## src/verilog/replay_pkg.sv

```systemverilog
// Sizes and shared types for the capture and replay engine
// All sizes are fixed here; the design has no module parameters
`default_nettype none

package replay_pkg;

   localparam int DATA_W          = 64;
   localparam int KEEP_W          = DATA_W / 8;
   localparam int USER_W          = 16;

   // 1024 beats of storage
   localparam int ADDR_W          = 10;
   localparam int CNT_W           = 16;

   // Output FIFO of 16 entries
   localparam int FIFO_DEPTH_BITS = 4;
   // Covers the reads still in flight when nearly-full rises
   localparam int FIFO_MARGIN     = 3;

   typedef struct packed {
      logic [DATA_W-1:0] data;
      logic [KEEP_W-1:0] keep;
      logic [USER_W-1:0] user;
      logic              last;
   } beat_t;

   typedef enum logic [1:0] {
      RD_IDLE     = 2'd0,
      RD_READING  = 2'd1,
      RD_PASS_END = 2'd2
   } rd_state_t;

endpackage

`default_nettype wire

```

## src/verilog/capture_writer.sv

```systemverilog
// Writes each accepted input beat straight into the beat memory
// Capture stops once all 1024 beats are used, until wr_done or clear
`timescale 1ns/10ps
`default_nettype none

module capture_writer (
   input  logic                           clk,
   input  logic                           rst_clk,
   input  replay_pkg::beat_t              s_beat_i,
   input  logic                           s_valid_i,
   output logic                           s_ready_o,
   input  logic                           wr_done_i,
   input  logic                           clear_i,
   output logic                           mem_we_o,
   output logic [replay_pkg::ADDR_W-1:0]  mem_waddr_o,
   output replay_pkg::beat_t              mem_wbeat_o,
   output logic [replay_pkg::ADDR_W-1:0]  end_addr_o
);

   logic [replay_pkg::ADDR_W-1:0] wr_addr;
   logic                          full;
   logic                          accept;

   assign s_ready_o   = ~clear_i & ~full;
   assign accept      = s_valid_i & s_ready_o;

   // Write port follows the accepted beat in the same cycle
   assign mem_we_o    = accept;
   assign mem_waddr_o = wr_addr;
   assign mem_wbeat_o = s_beat_i;

   always_ff @(posedge clk) begin
      if (rst_clk || clear_i) begin
         wr_addr    <= '0;
         full       <= 1'b0;
         end_addr_o <= '0;
      end else begin
         if (accept) begin
            end_addr_o <= wr_addr;
            wr_addr    <= wr_addr + 1'b1;
            if (&wr_addr) begin
               full <= 1'b1;
            end
         end
         // Next capture starts over at address 0
         if (wr_done_i) begin
            wr_addr <= '0;
            full    <= 1'b0;
         end
      end
   end

endmodule

`default_nettype wire

```

## config.mk

```make
export PLATFORM = sky130hd
export DESIGN_NAME = capture_writer
export DESIGN_NICKNAME = d
export VERILOG_FILES = /design/src/verilog/replay_pkg.sv /design/src/verilog/capture_writer.sv
export SDC_FILE = /design/constraint.sdc
export NUM_CORES = 1
export LEC_CHECK = 0
export BUFFER_PORTS_ARGS = -buffer_cell sky130_fd_sc_hd__buf_2
export CAP_MARGIN = 15
export CORE_MARGIN = 2
export CORE_UTILIZATION = 25
export DETAILED_ROUTE_END_ITERATION = 8
export PLACE_DENSITY_LB_ADDON = 0.15
export SLEW_MARGIN = 20
export SYNTH_ARGS = -nofsm -noshare
export SYNTH_HDL_FRONTEND = slang
export SYNTH_SLANG_ARGS = --single-unit
```

## constraint.sdc

```tcl
create_clock -name clk -period 5 [get_ports clk]
set_clock_uncertainty 0.2 [all_clocks]
set_input_delay 0.75 -clock clk [delete_from_list [all_inputs] [get_ports clk]]
set_output_delay 0.75 -clock clk [all_outputs]
set_load 0.05 [all_outputs]
```

After elaboration in Yosys (flattened, before gate mapping)

Cells that the tools add are included.

Register bits after elaboration: 21
Bits of input ports: 94
Output and inout bits: 111
Word-level logic and storage cells: 11

$add $sub $neg: 1
Bitwise logic cells: 4
Reduce and logical (&&, ||, !) cells: 3

Operators by type and width:

| cell                                          | number |
|---|---|
| AND reduction 11 bit                          | 1 |
| adder 10 x 1 -> 10 bit, second input constant | 1 |
| bitwise AND 1 bit                             | 2 |
| inverter 1 bit                                | 2 |
| OR reduction 2 bit                            | 1 |
| logical OR 1 bit                              | 1 |

Logic depth before layout (Yosys ltp)

Word-level depth: 4
Depth in mapped cells: 6
Mapped depth without buffers: 4

Worst setup path before layout

OpenSTA, ideal clock, no wires.

Path type: input to output
From: in clear_i
To: out mem_we_o
Data arrival time: 1.644 ns
Data required time: 4.050 ns
Slack: 2.406 ns
Stages: 4
Path buffers: 2
Path through: or3b_1 buf_2 inv_2 buf_2

Longest elaborated chain between the ends: 3

RTL lines:

| item               | line                 | text |
|---|---|---|
| start: declaration | capture_writer.sv:13 | `input logic clear_i,` |
| inverter 1 bit     | capture_writer.sv:24 | `assign s_ready_o = ~clear_i & ~full;` |
| bitwise AND 1 bit  | capture_writer.sv:24 |  |
| bitwise AND 1 bit  | capture_writer.sv:25 | `assign accept = s_valid_i & s_ready_o;` |
| end: declaration   | capture_writer.sv:14 | `output logic mem_we_o,` |

No other way between the ends.

Worst setup path after layout

Ends and elaborated chain as after synthesis.

==> flow_summary_export.csv <==
group,metric,value,unit
final_layout,layout.nets,223,
timing,relSlewSlack,0.583,
yosys,synth_top_area_frac,0.442,
yosys,synth_cell_type_count,24,
yosys,synthArstFlopShare,0,
yosys,netlist_area,1510,um2
final_layout,instances_no_fill,202,
yosys,synthTopCellsByArea,"buf_4 44%, dfxtp_1 28%, a21oi_1 6.0%, nand2_1 5.5%, or3_1 2.5%",
clock_network,hold_buffers,0,
place,gp_congestion,0.729,
timing,fin_crit_sh,0.614,
yosys,syn_inst,191,
final_layout,stdcell_area,1090,um2
place,port_buffers,26,
clock_network,cts.reportedPaths.clkPinSlew,80,ps
setup_path,r2r_cells,3,
yosys,synth-edff-count,0,
route,viasPerCell,4.35,
final_layout,num_antenna_cells,0,
yosys,syn_nets,286,
route,detail-route-antenna-nets,0,
setup_path,cp_data_required_time,4050,ps
yosys,synth_top_flop_cell,"dfxtp_1",
route,drtIter0Drc,36,
yosys,yosysSeqAreaShare,0.278,
global_route,grt_pass1_vias,826,
route,drt-wirelength-per-cell,15.1,um
final_layout,fill_cells,689,
clock_network,cts-resized-gates,0,
timing,finalHoldViolations,0,
global_route,track_usage,0.0890,
clock_network,clockBufferDepth,2,
setup_path,end_kind,"primary output",
floorplan,start_util,0.257,
timing,min_period,3070,ps
clock_network,clock_sinks,21,
route,firstDrtPassIters,3,
floorplan,ios,205,
final_layout,syn_to_final_growth,-27.8,%
setup_path,cp_max_fo,20,
floorplan,core-area,5890,um2
hold_path,hold_start,"end_addr_o[3]",
floorplan,die-area,6690,um2
route,drt_wl_total,3060,um
setup_path,cp-start-kind,"input port",
final_layout,fin_util,0.186,
setup_path,crit_end,"mem_we_o",
hold_path,hold_path_class,"register to register",
global_route,grt_antenna_before_repair,0,
setup_path,path_class,"input port to primary output",
timing,tightest_slew,625,ps
clock_network,cts_tree,"built",
global_route,grt_start_max_net_pins,21,
job,drv_cap,0,
yosys,synth_top_cell_by_area,"buf_4",
clock_network,postCtsSetupRepairBufs,0,
timing,rsz0062_at_grt,"no",
setup_path,crit_arrival,2120,ps
final_layout,drive_above_1_share,0.244,
setup_path,r2r-end,"mem_waddr_o[8]",
power,p_leak,0.399,nW
yosys,yosys_warnings,0,
setup_path,startpoint,"clear_i",
place,dpl.cell_count,198,
route,via_count,878,
floorplan,die_x,81.8,um
timing,tns,0,ps
timing,fmaxAchievable,326,MHz
floorplan,die_h,81.8,um
clock_network,h-tree-depth,1,
global_route,grt_pass1_wl,4470,um
clock_network,cts_buffers,3,
power,peakVddDrop,0.0728,mV
clock_network,clk_latency,260,ps
outcome,status,"finished clean",
global_route,grt_overflow,0,
floorplan,num_rows,28,
place,dpl_cell_area,1050,um2
timing,finalSetupViolCount,0,
place,place_hpwl,2320,um
yosys,ys_ff_latch,21,
timing,timing.final.max_slew_violations,0,
power,p_per_area,274,nW/um2
clock_network,root_buffer,"clkbuf_8",
yosys,synth_area_per_cell,7.92,um2
route,drc,0,
setup_path,worstReg2RegStart,"full",
setup_path,r2r_slack,3000,ps
[power breakdown]
group          switching [mW]  total (mW)  internal, mW
combinational          0.0119      0.0153       0.00348
sequential           0.000352       0.168         0.167
clock                  0.0591       0.116        0.0569
total                  0.0713       0.299         0.228
[synthesized netlist by cell type (all sizes together) (3+ instances only)]
master  count
buf        91
nand2      22
dfxtp      21
a21oi      18
or3         6
o21ai       5
nand4       4
clkbuf      3
nor2        3
[cell type report]
type / instances / area, um2 / area share
tap: 75 / 93.8 / 0.0859
sequential: 21 / 420 / 0.385
inverter: 2 / 7.51 / 0.00687
timing repair buffer: 26 / 130 / 0.119
clock buffer: 4 / 45.0 / 0.0412
multi-input combinational: 74 / 395 / 0.362
[cell usage in the layout, fill, tap and decap left out, types with 2 or more instances in the layout]
master and count:
or4_1 2, o21ai_0 5, nand4_1 4, nand3_1 2, dfxtp_1 21, o31ai_1 2, nand2_1 22, nor3_1 2
a21oi_1 18, buf_2 26, or3_1 6, clkbuf_8 3, nor2_1 3
[critical path, cell delays in order]
cell and delay, ps:
buf_2 120, or3b_1 630, inv_2 300, buf_2 310
[stage by stage]
step | power, mW | worst slack, ps | hold WS [ps]
floorplan | 0.374 | 2410 | 282
global placement | 0.187 | 1930 | 250
detailed placement | 0.187 | 1900 | 244
CTS | 0.301 | 1890 | 255
global route | 0.310 | 1820 | 283
finish | 0.299 | 1930 | 254
[cells by family (layout without fill, tap and decap cells)]
family                     count (synthesis)  in the layout  synth area share
and+or+nand+nor                           45             45             0.148
AOI/OAI and AO/OA                         26             26            0.0918
DFF                                       21             21             0.278
buffers and inverters                     96             32             0.461
adders and majority gates                  1              1           0.00827
muxes                                      1              1           0.00744
xor gates and xnor gates                   1              1           0.00579
[layer usage]
layer  wire [um]  part of all wire  vias up  global-route usage
met5           0                 0        -                   0
met4         146             0.048        0              0.0683
met3         318              0.10       28              0.0308
met2        1360              0.44       36               0.136
met1        1240              0.40      410               0.101
li1            -                 -      404                   -
[registers in the layout (all words and copies together) (netlist names)]
name and count:
end_addr_o 10, mem_waddr_o 10, full 1
[how the worst min path moves through the flow]
stage	depth (start not counted)	slack, ps	end
5_1_grt	2	280	end_addr_o[0]
2_1_floorplan	1	280	full
6_report	2	250	end_addr_o[3]
3_3_place_gp	2	250	end_addr_o[3]
3_5_place_dp	2	240	end_addr_o[3]
4_1_cts	2	260	end_addr_o[3]
Power figures use the tool's default switching activity.
