### src/verilog/replay_pkg.sv
// Sizes and shared types for the capture and replay engine
// All sizes are fixed here; the design has no module parameters
`default_nettype none

package replay_pkg;

   localparam int DATA_W          = 64;
   localparam int KEEP_W          = DATA_W / 8;
   localparam int USER_W          = 16;

   // 1024 beats of storage
   localparam int ADDR_W          = 10;
   localparam int CNT_W           = 16;

   // Output FIFO of 16 entries
   localparam int FIFO_DEPTH_BITS = 4;
   // Covers the reads still in flight when nearly-full rises
   localparam int FIFO_MARGIN     = 3;

   typedef struct packed {
      logic [DATA_W-1:0] data;
      logic [KEEP_W-1:0] keep;
      logic [USER_W-1:0] user;
      logic              last;
   } beat_t;

   typedef enum logic [1:0] {
      RD_IDLE     = 2'd0,
      RD_READING  = 2'd1,
      RD_PASS_END = 2'd2
   } rd_state_t;

endpackage

`default_nettype wire

### src/verilog/ctrl_edge_sync.sv
// Control inputs are asynchronous levels; only their synchronised edges act
// A level must stay stable for at least 3 clocks to be seen
`timescale 1ns/10ps
`default_nettype none

module ctrl_edge_sync (
   input  logic                           clk,
   input  logic                           rst_clk,
   input  logic                           start_replay_i,
   input  logic                           wr_done_i,
   input  logic                           sw_rst_i,
   input  logic [replay_pkg::CNT_W-1:0]   replay_count_i,
   output logic                           start_o,
   output logic                           wr_done_o,
   output logic                           clear_o,
   output logic [replay_pkg::CNT_W-1:0]   replay_count_o
);

   logic [2:0] start_sr;
   logic [2:0] wr_done_sr;
   logic [2:0] sw_rst_sr;
   logic       start_rise;
   logic       sw_rst_rise;
   logic       sw_rst_fall;

   // Two sync stages, third stage keeps the previous value for edge detect
   always_ff @(posedge clk) begin
      if (rst_clk) begin
         start_sr   <= '0;
         wr_done_sr <= '0;
         sw_rst_sr  <= '0;
      end else begin
         start_sr   <= {start_sr[1:0], start_replay_i};
         wr_done_sr <= {wr_done_sr[1:0], wr_done_i};
         sw_rst_sr  <= {sw_rst_sr[1:0], sw_rst_i};
      end
   end

   assign start_rise  = start_sr[1] & ~start_sr[2];
   assign wr_done_o   = wr_done_sr[1] & ~wr_done_sr[2];
   assign sw_rst_rise = sw_rst_sr[1] & ~sw_rst_sr[2];
   assign sw_rst_fall = ~sw_rst_sr[1] & sw_rst_sr[2];

   // No replay may start during a software reset
   assign start_o = start_rise & ~clear_o;

   always_ff @(posedge clk) begin
      if (rst_clk) begin
         clear_o <= 1'b0;
      end else if (sw_rst_rise) begin
         clear_o <= 1'b1;
      end else if (sw_rst_fall) begin
         clear_o <= 1'b0;
      end
   end

   always_ff @(posedge clk) begin
      if (rst_clk || clear_o) begin
         replay_count_o <= '0;
      end else if (start_o) begin
         replay_count_o <= replay_count_i;
      end
   end

endmodule

`default_nettype wire

### config.mk
export PLATFORM = sky130hd
export DESIGN_NAME = ctrl_edge_sync
export DESIGN_NICKNAME = d
export VERILOG_FILES = /design/src/verilog/replay_pkg.sv /design/src/verilog/ctrl_edge_sync.sv
export SDC_FILE = /design/constraint.sdc
export NUM_CORES = 1
export LEC_CHECK = 0
export ABC_AREA = 1
export BUFFER_PORTS_ARGS = -buffer_cell sky130_fd_sc_hd__buf_2
export CORE_MARGIN = 1
export CORE_UTILIZATION = 40
export CTS_CLUSTER_DIAMETER = 60
export DETAILED_ROUTE_END_ITERATION = 16
export PLACE_DENSITY_LB_ADDON = 0.15
export SYNTH_ARGS = -nofsm -noshare
export SYNTH_HDL_FRONTEND = slang
export SYNTH_SLANG_ARGS = --single-unit
### constraint.sdc
create_clock -name clk -period 1 [get_ports clk]
set_input_delay 0.2 -clock clk [delete_from_list [all_inputs] [get_ports clk]]
set_output_delay 0.2 -clock clk [all_outputs]
set_load 0.01 [all_outputs]
# After elaboration in Yosys (flattened, before gate mapping)
# Index checks and enable logic that the tools add are counted.
# word_totals
romBits,0
mem_bits_rw,0
input_bits,21
output_inout_bits,19
n_memories,0
latch_bits,0
regBits,26
wordCells,19
# op_classes
muxes,2
n_reduce_logical,2
order_cmp,0
div_mod_pow,0
shift,0
bitwise_logic,10
add_sub_neg,0
n_eq_ne,0
mul,0
# ops
cell,n
$and A1 B1 Y1,5
$not A1 Y1,5
$mux W1,2
$reduce_bool A2 Y1,1
$logic_or A1 B1 Y1,1

# Longest topological paths before layout
# logic_depth
word_depth,4
ltp_mapped,6
depth_no_buf,5

# Least setup slack after synthesis
# Ideal clock, no wire load.
# synth_timing
kind,reg2out
from,register clear_o
to,output start_o
arrival_ns,0.858
t_required_ns,0.800
n_path_buf,1
stages_incl_launch_ff,5
path_slack_ns,-0.058
path_cell_list,dfxtp_1 inv_1 nand3_2 buf_2 inv_1
# synth_between
elab_chain_len,2
# synth_lines
element,line_no,rtl
start: declaration,ctrl_edge_sync.sv:15,"output logic clear_o,"
start signal: assignment,ctrl_edge_sync.sv:49,clear_o <= 1'b0;
start signal: assignment,ctrl_edge_sync.sv:51,clear_o <= 1'b1;
start signal: assignment,ctrl_edge_sync.sv:53,clear_o <= 1'b0;
$not A1 Y1,ctrl_edge_sync.sv:45,assign start_o = start_rise & ~clear_o;
$and A1 B1 Y1,ctrl_edge_sync.sv:45,
end: declaration,ctrl_edge_sync.sv:13,"output logic start_o,"
# Every way passes these cells.

# Worst setup path in the final report
# Same ends and word-level chain as after synthesis.

==> metrics.txt <==
fin crit share 113%; top cells by area, synth dfxtp_1 53%, nor2_1 16%, nand2_1 12%; Req. time, crit path 0.80 ns; CTS tree yes; PnR worst setup slack -0.126 ns; slew margin rel. 79.2%; commonest non-fill, non-tap cell in the layout nor2_1; number of port buffers 39; Avg Vias per Cell 4.31; Post-Synthesis Mean Instance Area 7.03 µm²; DIE AREA 2640 µm²; largest net degree at the start of global routing 17; Synthesized Nets 161; Slew @ Worst Pin 0.312 ns; CP Launch Type register; n_diodes 0; failing checks negative setup slack; Worst path most repeated cell inv_2; number of global-route vias before repair 796; CTS Buffer Depth 2; Worst setup EP type primary output; HPWL Detailed 1.37 mm; Layout Cell Area excl Fill 1490 µm²; H-tree depth 1; Worst Setup Slack post-DPL -0.0198 ns; CP Cell Sequence inv_2, nand3_4, inv_2, buf_6; CP arrival 0.93 ns; #FFs+latches synth 26; clk_lat worst skew 0.30 ns; r2r worst-path depth 6; DR pass1 iterations 4; CP max stage cell dfxtp_2; iteration-0 DRC count of the detailed router 7; status finished, violations left; RSZ-0062 raised after global routing yes; global-route wire length before repair 3.10 mm; most frequent cells in the layout 38 x nor2_1, 31 x nand2_1, 25 x inv_1; TritonCTS Buffers 3; Hold WC Path Type input port to register; initial core utilization 43.3%; hold depth 3; final WL 2.05 mm; fillers 193; GRT Resource Usage Total 15.5%; area fraction of the dominant cell type after synthesis 53.3%; worst-path maximum fanout 2; layout cells sized above 1 44.7%; number of cell rows 17; cts-stage hold buffer count 0; Syn-to-layout area delta 52.5%; synthesized instance count 139; I/O Pins 40; clock-pin slew on the worst setup and hold paths 0.13 ns; P_leak 0.792 nW; kind of critical path register to primary output; PwrDens 1320 nW/µm²; area leader, netlist dfxtp_1; Max-Cap Viols 0; routed length per instance 9.49 µm; post-synthesis sequential area ratio 53.3%; die width 51.4 µm; Max Transition Viols Final 0; Hold Crit Start start_replay_i; total gr overflow 0; initial antenna violation count 0; Final Setup Violations 16; CTS Sinks 26; Worst Skew 0.00205 ns; worst vdd ir 1.03 mV; placed inst area 1220 µm²; Reg2Reg Setup Slack -0.04 ns; post-synthesis cell type count 12; Die Ht 51.4 µm; maximum operating frequency 0.888 GHz; DR DRC count 0; r2r startpoint clear_o; Core Area 2250 µm²; fin crit period 1.13 ns; RD Place Congestion 0.710; total number of vias 930; crit-path max cell delay 0.35 ns; Final #Nets 211; Hold Violations, Final 0; Hold EP start_sr[0]; Synth Cell Area 977 µm²; FF-to-FF End replay_count_o[5]; synth warn 0; clock root cell clkbuf_4; antenna-violating nets left 0
## cell usage after synthesis
master	instances
nor2_1	42
nand2_1	32
inv_1	29
dfxtp_1	26
buf_2	3
a21oi_1	1
buf_4	1
ha_1	1
nand2_2	1
nand3_2	1
nor2_2	1
o21bai_1	1
## sequential cells by signal, indices dropped and copies added (netlist names)
name	flops
start_sr	3
clear_o	1
wr_done_sr	3
sw_rst_sr	3
replay_count_o	16
## per-stage QoR
stage	total power, mW	util, %	cells	hold WS, ns	setup TNS [ns]
final	1.97	66.1	216	0.0823	-0.579
after global routing	2.07	66.1	216	0.0599	-1.63
after CTS	1.92	58.3	212	0.0702	-0.519
after detailed placement	1.38	54.2	205	0.402	-0.0198
after global placement	1.37	54.2	205	0.390	0
after floorplan	1.27	-	139	0.307	0
## kinds of logic (layout without fill, tap and decap cells)
family | after synthesis | count (layout) | share of synthesized area [%]
and+or+nand+nor | 77 | 77 | 30.7
buffers and inverters | 33 | 82 | 13.4
DFF | 26 | 26 | 53.3
AOI/OAI and AO/OA | 2 | 2 | 1.28
adders and majority gates | 1 | 1 | 1.28
## critical path, delay by kind of cell, from the launching register on
kind,cells,cell delay [ns]
flops,1,0.35
buf+inv,3,0.21
simple gates,1,0.06
## area by class of cell
class	instances	area, µm²	share of cell area (%)
Tap cell	28	35.0	2.35
Inverter	29	109	7.30
Clock buffer	4	36.3	2.43
Multi-Input combinational cell	80	350	23.5
Timing Repair Buffer	49	413	27.7
Sequential cell	26	547	36.7
## report_power, final
group / switching, mW / internal, mW
clock network: 0.279 / 0.222
registers: 0.0309 / 1.09
logic: 0.154 / 0.187
## how the worst max path moves through the flow
stage	start	to	slack, ns	cells after the start
2_1_floorplan	clear_o	start_o	0.01	4
3_3_place_gp	start_sr[1]	replay_count_o[9]	0.04	4
3_5_place_dp	clear_o	replay_count_o[12]	-0.02	5
4_1_cts	clear_o	start_o	-0.14	4
5_1_grt	start_sr[2]	start_o	-0.19	4
6_report	clear_o	start_o	-0.13	4
## layer usage
metal	share of wire, %	vias to the layer above	track usage [%]
li1	-	494	-
met1	43	418	16.6
met2	53	18	29.2
met3	3.8	0	4.17
met4	0	0	4.05
met5	0	-	0
## repair_timing
action	CTS	global route
gates resized for setup	15	34
hold endpoints to repair	0	0
endpoints found under the setup margin	19	35
gates cloned	0	1
pin swaps	0	9
buffers inserted	3	3
Note: power is estimated with default switching activity, not from simulation.
