[config.mk]
export PLATFORM = sky130hd
export DESIGN_NAME = replay_fifo
export DESIGN_NICKNAME = d
export VERILOG_FILES = /design/src/verilog/replay_pkg.sv /design/src/verilog/replay_fifo.sv
export SDC_FILE = /design/constraint.sdc
export NUM_CORES = 1
export LEC_CHECK = 0
export BUFFER_PORTS_ARGS = -buffer_cell sky130_fd_sc_hd__buf_4
export CAP_MARGIN = 25
export CORE_MARGIN = 2
export CORE_UTILIZATION = 50
export CTS_CLUSTER_DIAMETER = 100
export CTS_CLUSTER_SIZE = 40
export DETAILED_ROUTE_END_ITERATION = 16
export PLACE_DENSITY = 0.71
export SETUP_SLACK_MARGIN = 0.1
export SLEW_MARGIN = 10
export SYNTH_ARGS = -nofsm -noshare
export SYNTH_HDL_FRONTEND = slang
export SYNTH_SLANG_ARGS = --single-unit
[constraint.sdc]
create_clock -name clk -period 4 [get_ports clk]
set_clock_uncertainty 0.15 [all_clocks]
set_input_delay 0.2 -clock clk [delete_from_list [all_inputs] [get_ports clk]]
set_output_delay 0.2 -clock clk [all_outputs]
set_load 0.05 [all_outputs]
[src/verilog/replay_pkg.sv]
// Sizes and shared types for the capture and replay engine
// All sizes are fixed here; the design has no module parameters
`default_nettype none

package replay_pkg;

   localparam int DATA_W          = 64;
   localparam int KEEP_W          = DATA_W / 8;
   localparam int USER_W          = 16;

   // 1024 beats of storage
   localparam int ADDR_W          = 10;
   localparam int CNT_W           = 16;

   // Output FIFO of 16 entries
   localparam int FIFO_DEPTH_BITS = 4;
   // Covers the reads still in flight when nearly-full rises
   localparam int FIFO_MARGIN     = 3;

   typedef struct packed {
      logic [DATA_W-1:0] data;
      logic [KEEP_W-1:0] keep;
      logic [USER_W-1:0] user;
      logic              last;
   } beat_t;

   typedef enum logic [1:0] {
      RD_IDLE     = 2'd0,
      RD_READING  = 2'd1,
      RD_PASS_END = 2'd2
   } rd_state_t;

endpackage

`default_nettype wire

[src/verilog/replay_fifo.sv]
// First-word-fall-through FIFO; dout_o is valid whenever empty_o is low
// Writes while full are not guarded, the nearly-full margin must prevent them
`timescale 1ns/10ps
`default_nettype none

module replay_fifo (
   input  logic               clk,
   input  logic               rst_clk,
   input  logic               wr_en_i,
   input  replay_pkg::beat_t  din_i,
   input  logic               rd_en_i,
   input  logic               flush_i,
   output replay_pkg::beat_t  dout_o,
   output logic               empty_o,
   output logic               nearly_full_o
);

   replay_pkg::beat_t                    mem [0:(1 << replay_pkg::FIFO_DEPTH_BITS)-1];
   logic [replay_pkg::FIFO_DEPTH_BITS-1:0] wr_ptr;
   logic [replay_pkg::FIFO_DEPTH_BITS-1:0] rd_ptr;
   logic [replay_pkg::FIFO_DEPTH_BITS:0]   count;
   logic                                   do_rd;

   assign empty_o = (count == '0);
   assign do_rd   = rd_en_i & ~empty_o;
   assign dout_o  = mem[rd_ptr];

   // High once fewer than FIFO_MARGIN slots are free
   assign nearly_full_o = count > (replay_pkg::FIFO_DEPTH_BITS + 1)'(
      (1 << replay_pkg::FIFO_DEPTH_BITS) - replay_pkg::FIFO_MARGIN);

   always_ff @(posedge clk) begin
      if (wr_en_i) begin
         mem[wr_ptr] <= din_i;
      end
   end

   always_ff @(posedge clk) begin
      if (rst_clk || flush_i) begin
         wr_ptr <= '0;
         rd_ptr <= '0;
         count  <= '0;
      end else begin
         if (wr_en_i) begin
            wr_ptr <= wr_ptr + 1'b1;
         end
         if (do_rd) begin
            rd_ptr <= rd_ptr + 1'b1;
         end
         case ({wr_en_i, do_rd})
            2'b10:   count <= count + 1'b1;
            2'b01:   count <= count - 1'b1;
            default: count <= count;
         endcase
      end
   end

endmodule

`default_nettype wire

==> Word level (Yosys, flattened, before mapping) <==
Memories as Yosys holds them, arrays and structs flattened. A register that Yosys moved wholly into a read port is not among the register bits.
Cells that the tools add are included.
{ "op_classes": {"n_reduce_logical": 3, "n_eq_ne": 2, "n_shift": 0, "addsub": 4, "muxes": 5, "mul": 0, "bitwise": 2, "div": 0, "order_cmp": 1} }
{ "op_table": {"columns": ["operator", "n"], "rows": [
  ["5-bit case mux with 2 select lines", 1],
  ["4-bit by 1-bit adder with 4-bit output, second input constant", 2],
  ["4-bit 2-to-1 mux", 2],
  ["5-bit by 1-bit adder with 5-bit output, second input constant", 1],
  ["5-bit by 4-bit > comparator with 1-bit output, second input constant", 1],
  ["5-bit logical NOT", 1],
  ["5-bit by 1-bit subtractor with 5-bit output, second input constant", 1],
  ["2-bit by 1-bit == test with 1-bit output, second input constant", 1],
  ["2-bit == test, second input constant", 1],
  ["1-bit 2-to-1 mux", 2],
  ["2-bit nonzero test", 1],
  ["1-bit bitwise AND", 1],
  ["1-bit logical OR", 1],
  ["1-bit NOT", 1]
]} }
{ "totals": {"ramBits": 1424, "register_bits": 13, "rom_bits": 0, "mem_count": 1, "in_bits": 94, "out_inout_bits": 91, "wordCells": 21, "latchBits": 0} }
{ "memory_table": {"columns": ["name", "depth", "word_bits", "read_ports", "rd_clocked_by_memory_dff", "write_ports", "line_no", "rtl"], "rows": [
  ["mem", 16, 89, 1, 1, 1, "replay_fifo.sv:18", "replay_pkg::beat_t mem [0:(1 << replay_pkg::FIFO_DEPTH_BITS)-1];"]
]} }

==> Depth between registers and ports, before layout <==
{ "logic_depth": {"word_depth": 5, "mapped_depth": 11, "mapped_depth_nobuf": 10} }

==> Worst setup path after synthesis <==
OpenSTA, ideal clock, no wires.
{ "synth_path": {"kind": "input to register", "startpoint": "input port wr_en_i", "endpoint": "memory mem[10][0] (netlist bit) (enable)", "setup_slack_ns": 0.444, "arrival_time_ns": 2.949, "required_ns": 3.393, "setup_ns": 0.457, "path_stages": 4, "n_path_buf": 1, "cell_sequence": "clkbuf_1 > inv_1 > nor3b_1 > and2_1"} }
{ "synth_via": {"elab_chain_cells": 2} }
{ "synth_lines": {"columns": ["item", "line_no", "rtl"], "rows": [
  ["start, declared", "replay_fifo.sv:9", "input logic wr_en_i,"],
  ["1-bit 2-to-1 mux", "replay_fifo.sv:33", "if (wr_en_i) begin"],
  ["1-bit 2-to-1 mux (implied by the code)", "replay_fifo.sv:34", "mem[wr_ptr] <= din_i;"],
  ["end, declared", "replay_fifo.sv:18", null]
]} }
Every way passes these cells.

==> results <==
- The number of buffers inserted by post-CTS setup repair is 0.
- The combined area of all synthesized cells is 54100 um2.
- The later-pin clock latency in the skew report is 0.65 ns.
- After synthesis, the share of flip-flops with an asynchronous set or reset is 0.
- The initialized floorplan defines 120 standard-cell rows.
- The count of cells in the finished layout, fillers not included, comes to 3980.
- STA puts the critical path data required time at 3.65 ns.
- The total power per unit cell area is 406 nW/um2.
- The power dissipated by switching net loads is 5.02 mW.
- The number of setup violations in the final report is 0.
- The count of H-tree levels built during CTS is 2.
- For the worst flop-to-flop path, the logic depth is 10.
- The net total in the final layout is 2660.
- By area, the combinational part of the netlist is dominated by multiplexers.
- Of the cells placed in the final design, the portion with a size suffix greater than 1 is 0.268.
- The area fraction in compound gates after synthesis is 0.0271.
- After detailed routing, the number of vias per cell comes to 6.23.
- The aggregate negative setup slack is 0 ns.
- The area overhead of the layout relative to synthesis is 10.8%.
- The sum of routed wire length over all layers is 118000 um.
- The quantity of gates resized following cts is 0.
- The area inside the core boundary is 107000 um2.
- The synthesized instance count is 2286.
- The post-DP HPWL is 62000 um.
- The internal power summed over all cells is 19.3 mW.
- In this run the vertical extent of the chip is 333 um.
- The die extent in x is 333 um.
- The number of buffers added on ports is 184.
- Of the post-synthesis cell area, the part taken by muxes is 0.149.
- The number of flops mapped to enable cells by yosys is 1424.
- The final cycle utilization of the critical path is 0.852.
- After global routing the overflow that remains totals 0.
- The count of state elements after synthesis is 1441.
- Setup repair after global routing left no endpoint under its margin.
- The number of distinct library cells after synthesis is 39.
- The count of max-cap constraint violations is 0.
- Across every metal layer, demand over resource in global routing totals 0.214.
- The type of the worst setup path is reg -> out.
- The worst setup path is launched from a flip-flop.
- The number of detailed-route iterations in the first pass is 7.
- The relative slew slack is 0.375.
- The run finished with clean final reports.
- The number of warning messages in the yosys log is 0.
- Of the total synthesized cell area, the portion taken by full adders, half adders and majority gates is 0.00185.
- The initial antenna violation count is 7.
- Counting the buffers created by CTS gives 44.
- The min-delay analysis places its worst path in the category in -> reg.
- The number of placed cells counting well taps is 3820.
- The clock tree from TritonCTS is done.
- The cell sitting at the root of the clock tree is a sky130_fd_sc_hd__clkbuf_16.
- The share of total power dissipated in the clock network is 0.263.
- The proportion of power drawn by combinational gates is 0.051.
- The setup check on the worst reg-to-reg path leaves a slack of 1.02 ns.
- The die covers 111000 um2.
- The via count of the routed design is 24.8k.
- Of the total synthesized cell area, the portion taken by XOR and XNOR cells is 0.00130.
- Counting every net in the synthesized netlist gives 2388.
- The detailed-route wire length per cell is 29.8 um.
- The DRC marker count from the first detailed-route iteration is 2986.
- The worst hold path was traced through 2 stages.
- The pin count of the biggest net entering global routing is 68.
- The count of final max-slew check failures came to 0.
- For this configuration, the core starts out at a cell density of 0.505.
- The clock-pin slew reported for the worst setup and hold paths after clock tree synthesis is 0.14 ns.
- The maximum operating frequency is 294 MHz.
- Of the total synthesized cell area, the portion taken by AND, OR, NAND and NOR gates is 0.0120.
- The count of nets left with antenna violations once routing finished came out at 0.
- The top-level I/O count is 185.
- The largest fanout on the critical path is 25.
- Of the total power, the share spent switching nets is 0.206.
- The maximum buffer depth of the clock tree is 3.
- The dominant synthesized flop cell is sky130_fd_sc_hd__edfxtp_1.
- The share of total power dissipated in sequential elements is 0.686.
- Dividing the synthesized area by the synthesized cell count gives 23.7 um2.
- The routed design could run at a clock period as short as 3.41 ns.
- The final-report hold violation count was 0.
- The first global-routing pass estimated 174000 um of wire.
- The clock drives 1441 sinks.
- The worst-case IR drop observed on VDD is 0.000358 V.
- The via count of the first global-routing pass is 25.6k.
- The actual transition at the worst max-transition pin is 0.937 ns.
- The sequential fraction of the synthesis area is 0.797.
- The final estimated routing congestion in global placement is 0.714.
- The static power due to leakage is 18.3 nW.
- The post-route DRC violation count is 0.
- For the worst setup path, the data arrival time is 3.06 ns.
- The critical path capture point type is a primary output.
-- cells by family (layout without fill, tap and decap cells) --
logic type	count (synthesis)	count (layout)
DFF	1441	1441
muxes	359	359
AOI/OAI and AO/OA	195	195
and+or+nand+nor	147	147
buffers and inverters	128	417
adders and majority gates	8	8
xor gates and xnor gates	8	8
other	0	2
-- power groups by stage --
stage	logic [mW]	registers [mW]	clock network, mW
final	1.25	16.7	6.41
after global routing	1.33	16.7	6.98
after CTS	1.27	16.7	6.53
after detailed placement	1.18	17.0	0
after global placement	1.14	17.0	0
after floorplan	0.672	17.0	0
-- cell type report --
cell class / instances / area (um2)
Fill cell: 7780 / 47300
Sequential cell: 1441 / 43100
Multi-Input combinational cell: 717 / 10400
Timing Repair Buffer: 349 / 3320
Tap cell: 1403 / 1760
Clock buffer: 53 / 1180
Clock inverter: 10 / 160
Inverter: 5 / 18.8
Antenna cell: 2 / 5.00
-- what timing repair did --
item / in CTS / in global routing
setup endpoints to repair: 0 / 0
endpoints found under the hold margin: 1441 / 0
hold buffers: 95 / 0
-- metrics by stage --
step	utilization	cell area [um2]	hold WS, ns	total power, mW	setup WS, ns
after floorplan	-	54100	0.149	17.7	0.444
after global placement	0.538	57600	0.325	18.2	1.19
after detailed placement	0.538	57600	0.352	18.2	1.08
after CTS	0.559	59900	0.193	24.5	0.462
after global routing	0.559	59900	0.215	25.0	0.364
final	0.559	59900	0.219	24.3	0.593
-- sequential cells by signal (all words and copies together) (netlist names), named ones only --
signal and flops:
wr_ptr 4, count 5, mem 1424, rd_ptr 4
-- synth_stat cells, drive strengths merged (3+ instances only) --
master	number	area, um2
buf	77	480
inv	5	18.8
nor2b	5	31.3
a21oi	5	25.0
or3	3	18.8
o21ai	4	20.0
clkbuf	46	173
xor2	6	52.6
nor3	4	20.0
ha	8	100
edfxtp	1424	42800
dfxtp	17	340
nand2	94	353
and2	17	106
mux2i	3	30.0
nor2	13	48.8
mux4	356	8020
a22oi	178	1340
-- worst paths after layout --
| path | startpoint | to |
|---|---|---|
| worst max register to register | count[2] | count[2] |
| worst min register to register | count[3] | count[3] |
| worst max-delay path | flip-flop | dout_o[53] |
| worst min-delay path | din_i[35] | mem[6][35] |
-- critical path, stage by stage, from the launching register on --
cell                      delay, ns
sky130_fd_sc_hd__dfxtp_4       0.66
sky130_fd_sc_hd__buf_4         0.52
sky130_fd_sc_hd__mux4_2        0.58
sky130_fd_sc_hd__a22oi_1       0.24
sky130_fd_sc_hd__nand2_1       0.16
sky130_fd_sc_hd__buf_4         0.22
-- cell usage in the layout (no fill, tap or decap), drive strengths merged --
cell and instances:
nand4b 1, a2111o 1, inv 6, a211oi 1
o31ai 1, nand3b 1, or2 1, xor2 6
and2 17, nand2 94, dfxtp 17, o32ai 1
a211o 1, and3 2, clkbuf 53, nor3b 1
nor2b 5, dlygate4sd3 95, o21ai 4, mux2i 3
nand4 1, nand2b 1, xnor2 2, edfxtp 1424
buf 254, or3 3, mux4 356, clkinv 9
a31o 1, diode 2, nand3 2, o211ai 1
nor3 4, nor4 1, ha 8, a22oi 178
o311ai 1, a21oi 5, nor2 13
-- per-layer routing --
layer | up-vias | wire, um | global-route usage
met4 | 10 | 1530 | 0.0322
met5 | - | 69 | 0
met3 | 113 | 7370 | 0.0285
met1 | 13600 | 47600 | 0.298
li1 | 10200 | - | -
met2 | 865 | 61900 | 0.371
No activity file was read; power rests on OpenSTA's default activity.
