==> src/verilog/replay_pkg.sv <==
// Sizes and shared types for the capture and replay engine
// All sizes are fixed here; the design has no module parameters
`default_nettype none

package replay_pkg;

   localparam int DATA_W          = 64;
   localparam int KEEP_W          = DATA_W / 8;
   localparam int USER_W          = 16;

   // 1024 beats of storage
   localparam int ADDR_W          = 10;
   localparam int CNT_W           = 16;

   // Output FIFO of 16 entries
   localparam int FIFO_DEPTH_BITS = 4;
   // Covers the reads still in flight when nearly-full rises
   localparam int FIFO_MARGIN     = 3;

   typedef struct packed {
      logic [DATA_W-1:0] data;
      logic [KEEP_W-1:0] keep;
      logic [USER_W-1:0] user;
      logic              last;
   } beat_t;

   typedef enum logic [1:0] {
      RD_IDLE     = 2'd0,
      RD_READING  = 2'd1,
      RD_PASS_END = 2'd2
   } rd_state_t;

endpackage

`default_nettype wire

==> src/verilog/replay_reader.sv <==
// Reads addresses 0 to end_addr_i once per pass, at most one read a cycle
// Runs max(count, 1) passes; start is ignored until it is back in idle
`timescale 1ns/10ps
`default_nettype none

module replay_reader (
   input  logic                           clk,
   input  logic                           rst_clk,
   input  logic                           start_i,
   input  logic                           clear_i,
   input  logic [replay_pkg::CNT_W-1:0]   replay_count_i,
   input  logic [replay_pkg::ADDR_W-1:0]  end_addr_i,
   input  logic                           fifo_nearly_full_i,
   output logic                           re_o,
   output logic [replay_pkg::ADDR_W-1:0]  raddr_o
);

   replay_pkg::rd_state_t          state;
   logic [replay_pkg::ADDR_W-1:0]  rd_addr;
   logic [replay_pkg::CNT_W-1:0]   pass_cnt;
   logic                           at_end;

   // Hold off reads while the output FIFO is close to full
   assign re_o    = (state == replay_pkg::RD_READING) & ~fifo_nearly_full_i;
   assign raddr_o = rd_addr;
   assign at_end  = (rd_addr == end_addr_i);

   always_ff @(posedge clk) begin
      if (rst_clk || clear_i) begin
         state    <= replay_pkg::RD_IDLE;
         rd_addr  <= '0;
         pass_cnt <= '0;
      end else begin
         case (state)
            replay_pkg::RD_IDLE: begin
               if (start_i) begin
                  state    <= replay_pkg::RD_READING;
                  rd_addr  <= '0;
                  pass_cnt <= '0;
               end
            end
            replay_pkg::RD_READING: begin
               if (re_o) begin
                  if (at_end) begin
                     pass_cnt <= pass_cnt + 1'b1;
                     state    <= replay_pkg::RD_PASS_END;
                  end else begin
                     rd_addr <= rd_addr + 1'b1;
                  end
               end
            end
            replay_pkg::RD_PASS_END: begin
               rd_addr <= '0;
               // A count of 0 still ends here after the first pass
               if (pass_cnt < replay_count_i) begin
                  state <= replay_pkg::RD_READING;
               end else begin
                  state <= replay_pkg::RD_IDLE;
               end
            end
            default: begin
               state <= replay_pkg::RD_IDLE;
            end
         endcase
      end
   end

endmodule

`default_nettype wire
==> config.mk <==
export PLATFORM = sky130hd
export DESIGN_NAME = replay_reader
export DESIGN_NICKNAME = d
export VERILOG_FILES = /design/src/verilog/replay_pkg.sv /design/src/verilog/replay_reader.sv
export SDC_FILE = /design/constraint.sdc
export NUM_CORES = 1
export LEC_CHECK = 0
export ABC_AREA = 1
export ABC_CLOCK_PERIOD_IN_PS = 3570
export BUFFER_PORTS_ARGS = -buffer_cell sky130_fd_sc_hd__buf_4
export CAP_MARGIN = 15
export CORE_ASPECT_RATIO = 1.4
export CORE_MARGIN = 4
export CORE_UTILIZATION = 61
export DETAILED_ROUTE_END_ITERATION = 10
export HOLD_SLACK_MARGIN = 0.06
export PLACE_DENSITY = 0.84
export SETUP_SLACK_MARGIN = 0.4
export SLEW_MARGIN = 20
export SYNTH_ARGS = -nofsm -noshare
export SYNTH_HDL_FRONTEND = slang
export SYNTH_SLANG_ARGS = --single-unit
==> constraint.sdc <==
create_clock -name clk -period 3.57 [get_ports clk]
set_input_delay 0.1785 -clock clk [delete_from_list [all_inputs] [get_ports clk]]
set_output_delay 0.1785 -clock clk [all_outputs]
set_load 0.01 [all_outputs]
# Yosys cells after proc, flatten, opt, wreduce, memory -nomap -nowiden
# Cells that the tools add are included.
# totals
input_bits	31
elab_cells	35
output_inout_bits	11
regBits	28
# classes
add_sub_neg	2
bitwise	2
n_mux	13
reduce_logical	7
n_eq_ne	7
order_cmp	1
# ops
op	count
2-to-1 mux 16 bit	3
case mux 16 bit (2 select lines)	1
2-to-1 mux 10 bit	3
case mux 10 bit (3 select lines)	1
adder 16 x 1 -> 16 bit, second input constant	1
< comparator 16 bit	1
adder 10 x 1 -> 10 bit, second input constant	1
equality test 10 bit	1
inequality test 2 bit, second input constant	4
AND reduction 4 bit	2
2-to-1 mux 2 bit	3
case mux 2 bit (3 select lines)	1
AND reduction 3 bit	1
nonzero test 3 bit	1
equality test 2 x 1 -> 1 bit, second input constant	1
equality test 2 bit, second input constant	1
zero test 2 bit	1
nonzero test 2 bit	1
bitwise AND 1 bit	1
logical OR 1 bit	1
2-to-1 mux 1 bit	1
inverter 1 bit	1

# Logic depth before layout (Yosys ltp)
# Gate-level depths: netlist of run 1.
# depth
depth_word	4
ltp_mapped	12
depth_no_buf	12

# Least setup slack after synthesis of run 1
# OpenSTA, ideal clock, no wires.
# synth_path
path_type	register to register
from	register rd_addr, in the netlist raddr_o[0]
to	register pass_cnt[9] in the netlist's numbering
path_slack_ns	2.096
arrival_time_ns	1.341
path_stages_with_launch	13
n_path_buf	1
synth_period_minus_slack_ns	1.474
t_required_ns	3.438
setup_time_ns	0.132
cell_sequence	dfxtp_1 > inv_2 > nand2_1 > nand2_1 > inv_1 > nand2_1 > nor2_2 > nand3_2 > nand2_2 > nand2_4 > buf_6 > nand2_1 > a21oi_1
# synth_between
elab_chain_cells	3
# synth_lines
element	line_no	source
from (decl)	replay_reader.sv:19	logic [replay_pkg::ADDR_W-1:0] rd_addr;
from (signal assigned)	replay_reader.sv:48	rd_addr <= rd_addr + 1'b1;
equality test 10 bit	replay_reader.sv:26	assign at_end = (rd_addr == end_addr_i);
inequality test 2 bit (no line)	-	
AND reduction 4 bit (no line)	-	
to (signal assigned)	replay_reader.sv:45	pass_cnt <= pass_cnt + 1'b1;
to (decl)	replay_reader.sv:20	logic [replay_pkg::CNT_W-1:0] pass_cnt;
# No other way between the ends.
# A chain may end at the register's enable or synchronous reset.

# Final worst setup path of run 1
# layout_path
from	register state[0]
to	register rd_addr, in the netlist raddr_o[4]
# layout_between
elab_chain_cells	4
elab_cells_between_ends	10
cone_classes	eq/ne: 5; mux: 1; bitwise: 1; reduce/logical: 3
# layout_lines
element	line_no	source
from (decl)	replay_reader.sv:18	replay_pkg::rd_state_t state;
from (signal assigned)	replay_reader.sv:30	state <= replay_pkg::RD_IDLE;
from (signal assigned)	replay_reader.sv:37	state <= replay_pkg::RD_READING;
from (signal assigned)	replay_reader.sv:46	state <= replay_pkg::RD_PASS_END;
equality test 2 x 1 -> 1 bit	replay_reader.sv:24, replay_reader.sv:34	
bitwise AND 1 bit	replay_reader.sv:24	assign re_o = (state == replay_pkg::RD_READING) & ~fifo_nearly_full_i;
inequality test 2 bit (no line)	-	
AND reduction 4 bit (no line)	-	
# Parallel ways exist; a longest one is shown, timed or not.

==> results of run 1 <==
cell usage after synthesis, drive strengths merged:
library cell  number
nor3               6
buf                6
inv               48
ha                17
clkbuf             5
nor2              57
a21oi             35
xnor2              5
dfxtp             28
nor3b              2
xor2              12
o21a               1
o21bai             2
nand2            115
o211ai             1
nand3             31
o21ai              3
nand4             11
cells in the final DEF, fill, tap and decap left out:
cell type | Yosys | layout
o21a_1 | 1 | 1
a21oi_1 | 35 | 35
inv_1 | 46 | 46
inv_2 | 2 | 2
buf_4 | 1 | 42
nand2_2 | 3 | 3
nor3_1 | 6 | 6
nand2_4 | 1 | 1
nand3_2 | 1 | 1
clkbuf_8 | 0 | 4
nor2_2 | 3 | 3
dfxtp_1 | 28 | 28
nor2_1 | 54 | 54
nand3_1 | 30 | 30
o211ai_1 | 1 | 1
xor2_1 | 12 | 12
ha_1 | 17 | 17
xnor2_1 | 5 | 5
nand2_1 | 111 | 111
o21ai_0 | 2 | 2
o21ai_2 | 1 | 1
o21bai_1 | 2 | 2
nor3b_1 | 2 | 2
nand4_1 | 11 | 11
metal layers:
| layer | track usage, % | share of wire (%) |
|---|---|---|
| met1 | 25.8 | 38 |
| met2 | 49.1 | 53 |
| met3 | 2.23 | 4.6 |
| met4 | 13.1 | 4.6 |
| met5 | 0 | 0 |
worst reg2reg max path: cells and delay by family, from the launching register on:
kind,cells,cell delay [ps]
flip-flops,1,400
AND/OR/NAND/NOR,3,890
AO/OA/AOI/OAI,2,940
path summary, 6_finish.rpt:
path | end | slack (ps) | start | cells after the start
hold reg to reg | pass_cnt[15] | 520 | pass_cnt[15] | 2
hold / removal | pass_cnt[0] | 170 | rst_clk | 4
setup reg to reg | raddr_o[4] | 1180 | state[0] | 5
setup / recovery | raddr_o[4] | 1180 | state[0] | 5
power by group through the flow:
stage | registers, mW | clock network [mW] | logic, mW
floorplan | 0.322 | 0 | 0.0646
global placement | 0.323 | 0 | 0.100
detailed placement | 0.323 | 0 | 0.103
CTS | 0.315 | 0.204 | 0.103
global route | 0.316 | 0.215 | 0.115
finish | 0.315 | 0.200 | 0.103
layout make-up:
cell class                 instances  area, um2
sequential                        28        561
tap                               42       52.6
clock buffer                       4       55.1
timing repair buffer              42        315
multi-input combinational        298       1530
inverter                          48        180
fill                             334        985
flip-flops by register name, indices dropped and copies added, names as in the netlist:
name / flops
raddr_o: 10
state: 2
pass_cnt: 16
through the flow:
step	cells	power, mW
final	462	0.618
after global routing	462	0.645
after CTS	462	0.622
after detailed placement	458	0.425
after global placement	458	0.423
after floorplan	385	0.387
kinds of logic (layout without fill, tap and decap cells):
group	count (synthesis)	after routing	share of synthesized area (%)
simple gates	222	222	40.3
buf+inv	59	94	10.7
compound gates	42	42	9.58
flops	28	28	24.0
fa+ha+maj	17	17	9.10
xor+xnor	17	17	6.37
==> flow_summary.ini, run 1 <==
[timing]
fin_ws_ps = 1180
tns_ps = 0
hold_slack_ps = 168
drv_slew = 0
layout_min_cycle_time_ps = 2390
timing.final.crit_share_pct = 66.9
relSlewSlack_pct = 45.4
hold_viol = 0
rsz0062_at_grt = false
setup_viol = 0
fmax_mhz = 419
worstMarginPinSlew_ps = 815
clock-skew-final_ps = 6.03

[grt]
gr-total-overflow = 0
antenna_found_initial = 0
grt_max_degree = 26
grt_pass1_vias = 2335
grt_pass1_wl_um = 9580
track_usage_pct = 25.4

[synth]
synth.distinct_cells = 26
yosysWarnings = 0
syn_area_per_cell_um2 = 6.07
synth_nets = 433
synth_top_cells_by_area = dfxtp_1 (24%), nand2_1 (18%), ha_1 (9.1%)
synth-seq-area-share_pct = 24.0
netlist_instances = 385
syn-cell-area_mm2 = 0.00234
yosys.area.top_type_share_pct = 24.0
synth-seq-cells = 28
synth_top_area_cell = dfxtp_1

[pwr]
combPwrFrac_pct = 16.6
peakVddDrop_mv = 0.206
p_sw_mw = 0.164
power_density_mw_per_mm2 = 230
intPower_mw = 0.454
clockPowerShare_pct = 32.4
power.leakage_nw = 1.17
p_seq_share_pct = 51.0
p_sw_share_pct = 26.5

[worst_setup_path]
crit_buf_inv = 0
critPathRequiredTime_ps = 3700
critPathMaxFanout = 23
max_stage_delay_ps = 870
critPathLaunchType = flop
critPathSlowestCell = o211ai_1
arrival_ps = 2520
crit_family = compound AO/OA/AOI/OAI gates
critPathKind = flop to flop
cp-end-kind = flop
crit_chain = nand2_1 > o211ai_1 > nand2_2 > nand2_1 > a21oi_1
cpMostUsedCell = nand2_1

[finish]
utilization_pct = 73.2
finalInstanceArea_mm2 = 0.00269
drive_gt1_share_pct = 13.6
fin_nets = 469
diodes = 0
area_growth_pct = 15.1

[placement]
hpwl_um = 4530
placed_cell_area_mm2 = 0.00264
portBuffers = 41
place_ws_ps = 1260
gp_congestion = 0.940

[routing]
vias_per_cell = 5.43
ant_nets = 0
drc = 0
drtIter0Drc = 102
drtPass1Iterations = 4
routed-via-count = 2510
post_drt_wl_per_cell_um = 12.5
drt_wl_total_um = 5800

[floorplan]
core-area_mm2 = 0.00368
fp-row-count = 26
die_x_um = 60.3
die_h_um = 81.3
start_util_pct = 63.6
die_area_mm2 = 0.00490
ioPinCount = 42

[clock_tree]
clock-sinks = 28
cts_tree = done
clockBufferDepth = 2
clock-root-buffer = clkbuf_8
clkTransAtPathRegs_ps = 100
post_cts_buffers = 0
htreeDepth = 1
cts_resized = 0
hold_buffers = 0
clkLatencyLatePin_ps = 280
cts_made_buffers = 3

[run_status]
status = finished, final reports clean

[run]
maxCapViolations = 0

[hold_path]
hp-class = input pin to flop
Note: power is estimated with default switching activity, not from simulation.
==> inputs of run 2 (changes only) <==
--- a/config.mk
+++ b/config.mk
@@ -5,16 +5,16 @@
 export SDC_FILE = /design/constraint.sdc
 export NUM_CORES = 1
 export LEC_CHECK = 0
-export ABC_AREA = 1
-export ABC_CLOCK_PERIOD_IN_PS = 3570
+export ABC_AREA = 0
+export ABC_CLOCK_PERIOD_IN_PS = 2300
 export BUFFER_PORTS_ARGS = -buffer_cell sky130_fd_sc_hd__buf_4
 export CAP_MARGIN = 15
 export CORE_ASPECT_RATIO = 1.4
 export CORE_MARGIN = 4
-export CORE_UTILIZATION = 61
+export CORE_UTILIZATION = 55
 export DETAILED_ROUTE_END_ITERATION = 10
 export HOLD_SLACK_MARGIN = 0.06
-export PLACE_DENSITY = 0.84
+export PLACE_DENSITY = 0.78
 export SETUP_SLACK_MARGIN = 0.4
 export SLEW_MARGIN = 20
 export SYNTH_ARGS = -nofsm -noshare
==> constraint.sdc (replaced) <==
create_clock -name clk -period 2.3 [get_ports clk]
set_input_delay 0.115 -clock clk [delete_from_list [all_inputs] [get_ports clk]]
set_output_delay 0.115 -clock clk [all_outputs]
set_load 0.01 [all_outputs]
==> flow_summary.ini, run 2 <==
[floorplan]
start_util_pct = 58.0
ioPinCount = 42
die_area_mm2 = 0.00467
fp-row-count = 25
die_x_um = 58.9
core-area_mm2 = 0.00344
die_h_um = 79.3

[grt]
grt_pass1_vias = 1987
antenna_found_initial = 0
gr-total-overflow = 0
grt_max_degree = 16
grt_pass1_wl_um = 8520
track_usage_pct = 23.8

[clock_tree]
clock-sinks = 28
clkTransAtPathRegs_ps = 100
cts_tree = done
cts_made_buffers = 3
clockBufferDepth = 2
clkLatencyLatePin_ps = 280
htreeDepth = 1
clock-root-buffer = clkbuf_8

[routing]
drtIter0Drc = 74
vias_per_cell = 5.97
post_drt_wl_per_cell_um = 16.9
routed-via-count = 2012
drt_wl_total_um = 5700
drc = 0
ant_nets = 0
drtPass1Iterations = 4

[synth]
netlist_instances = 235
synth_nets = 283
synth-seq-area-share_pct = 28.1
yosys.area.top_type_share_pct = 28.1
synth_edf_count = 0
synth.distinct_cells = 47
synth_top_area_cell = dfxtp_1
synth_flop_cell = dfxtp_1
synthArstFlopShare_pct = 0
synth_most_common_cell = dfxtp_1
syn_area_per_cell_um2 = 8.49
synth-seq-cells = 28
yosysWarnings = 0
synth_top_cells_by_area = dfxtp_1 (28%), ha_1 (11%), xnor2_1 (8.3%)
synth_common_cells = dfxtp_1 (28), nor2_1 (21), xnor2_1 (19), inv_1 (18)
syn-cell-area_mm2 = 0.00199

[finish]
regMostFlops = pass_cnt
final_cell_mix = buf_4 (63), inv_1 (18), nor2_1 (18), ha_1 (17), dfxtp_1 (17)
layout_commonest_cell = buf_4
largest_reg_flops = 16
drive_gt1_share_pct = 39.4
fin_nets = 346
diodes = 0
area_growth_pct = 38.0

[timing]
timing.final.crit_share_pct = 86.7
setup_viol = 0
tns_ps = 0
fmax_mhz = 502
worstMarginPinSlew_ps = 550
layout_min_cycle_time_ps = 1990
drv_slew = 0
rsz0062_at_grt = true
hold_viol = 0
clock-skew-final_ps = 4.98
relSlewSlack_pct = 63.3

[pwr]
power_density_mw_per_mm2 = 355
p_sw_mw = 0.253
p_sw_share_pct = 25.9
p_seq_share_pct = 49.3
power.leakage_nw = 1.14
clockPowerShare_pct = 32.1
intPower_mw = 0.723
peakVddDrop_mv = 0.350
combPwrFrac_pct = 18.6
total_power_mw = 0.976

[worst_setup_path]
critPathKind = flop to flop
max_stage_delay_ps = 630
critPathSlowestCell = or4_4
critPathMaxFanout = 5
crit_family = simple AND/OR/NAND/NOR gates
critPathLaunchType = flop
cp-end-kind = flop
arrival_ps = 2180
crit_chain = xnor2_4 > nand4_4 > or4_4 > a2111oi_4 > xnor2_1 > nor2_2
critPathRequiredTime_ps = 2480
crit_buf_inv = 0

[hold_path]
hp-class = input pin to flop

[placement]
gp_congestion = 0.923
portBuffers = 41
hpwl_um = 3720

[run_status]
status = finished, final reports clean

[run]
maxCapViolations = 0
==> run 2: cell types whose count changed after synthesis, sizes merged, moves of 5 or more <==
cell / previous run / this run
a211oi: 0 / 10
a21o: 0 / 5
a21oi: 35 / 16
inv: 48 / 18
nand2: 115 / 17
nand3: 31 / 10
nor2: 57 / 22
o21ai: 3 / 12
or3: 0 / 6
xnor2: 5 / 22
xor2: 12 / 1
==> run 2: timing repair <==
item / 4_1_cts / 5_1_grt
pin swaps: 8 / 16
gates resized for setup: 17 / 29
buffers inserted: 11 / 4
endpoints found under the setup margin: 12 / 20
cloned: 1 / 0
hold buffers: 0 / 0
==> run 2: final timing paths <==
| check | startpoint | to | slack (ps) | cells after the start |
|---|---|---|---|---|
| worst max-delay path | raddr_o[0] | pass_cnt[15] | 310 | 6 |
| worst min-delay path | rst_clk | raddr_o[1] | 160 | 3 |
| worst max register to register | raddr_o[0] | pass_cnt[15] | 310 | 6 |
| worst min register to register | raddr_o[1] | raddr_o[1] | 520 | 2 |
==> run 2: logic make-up (layout without fill, tap and decap cells) <==
logic type      Yosys count  count (layout)  synth area share, %
compound gates           54              54                 18.2
xor+xnor                 23              23                 11.8
fa+ha+maj                17              17                 10.7
buf+inv                  26              87                 6.59
flops                    28              28                 28.1
mux                       1               1                0.565
simple gates             86              87                 24.1
==> run 2: power by group through the flow <==
stage	clock network, mW	registers [mW]	logic, mW
2_1_floorplan	0	0.501	0.0741
3_3_place_gp	0	0.501	0.135
3_5_place_dp	0	0.501	0.138
4_1_cts	0.310	0.483	0.159
5_1_grt	0.334	0.482	0.196
6_report	0.314	0.481	0.181
==> run 2: per-stage QoR <==
| step | hold WS, ps | setup slack (ps) | instance area, um2 | utilization, % | cells |
|---|---|---|---|---|---|
| after floorplan | 272 | 279 | 2010 | - | 235 |
| after global placement | 427 | 270 | 2370 | 68.9 | 317 |
| after detailed placement | 428 | 201 | 2370 | 68.9 | 317 |
| after CTS | 137 | 339 | 2590 | 75.2 | 333 |
| after global routing | 175 | 262 | 2750 | 80.0 | 337 |
| final | 162 | 307 | 2750 | 80.0 | 337 |
==> run 2: area by class of cell <==
type | count | area (um2)
clock buffers | 4 | 55.1
fillers | 227 | 688
inverters | 18 | 67.6
multi-input cells | 182 | 1490
flip-flops and latches | 28 | 592
well taps | 40 | 50.0
repair buffers | 65 | 495
==> run 2: tightest hold or removal path: stages <==
cell,delay [ps]
buf_4,80
or2_2,170
a21oi_1,50
==> run 2: layer usage <==
metal | up-vias | global-route usage (%) | share of wire, %
met5 | - | 0 | 0
met4 | 0 | 13.2 | 4.0
met3 | 26 | 3.41 | 5.3
met2 | 75 | 45.4 | 55
met1 | 945 | 23.5 | 35
li1 | 966 | - | -
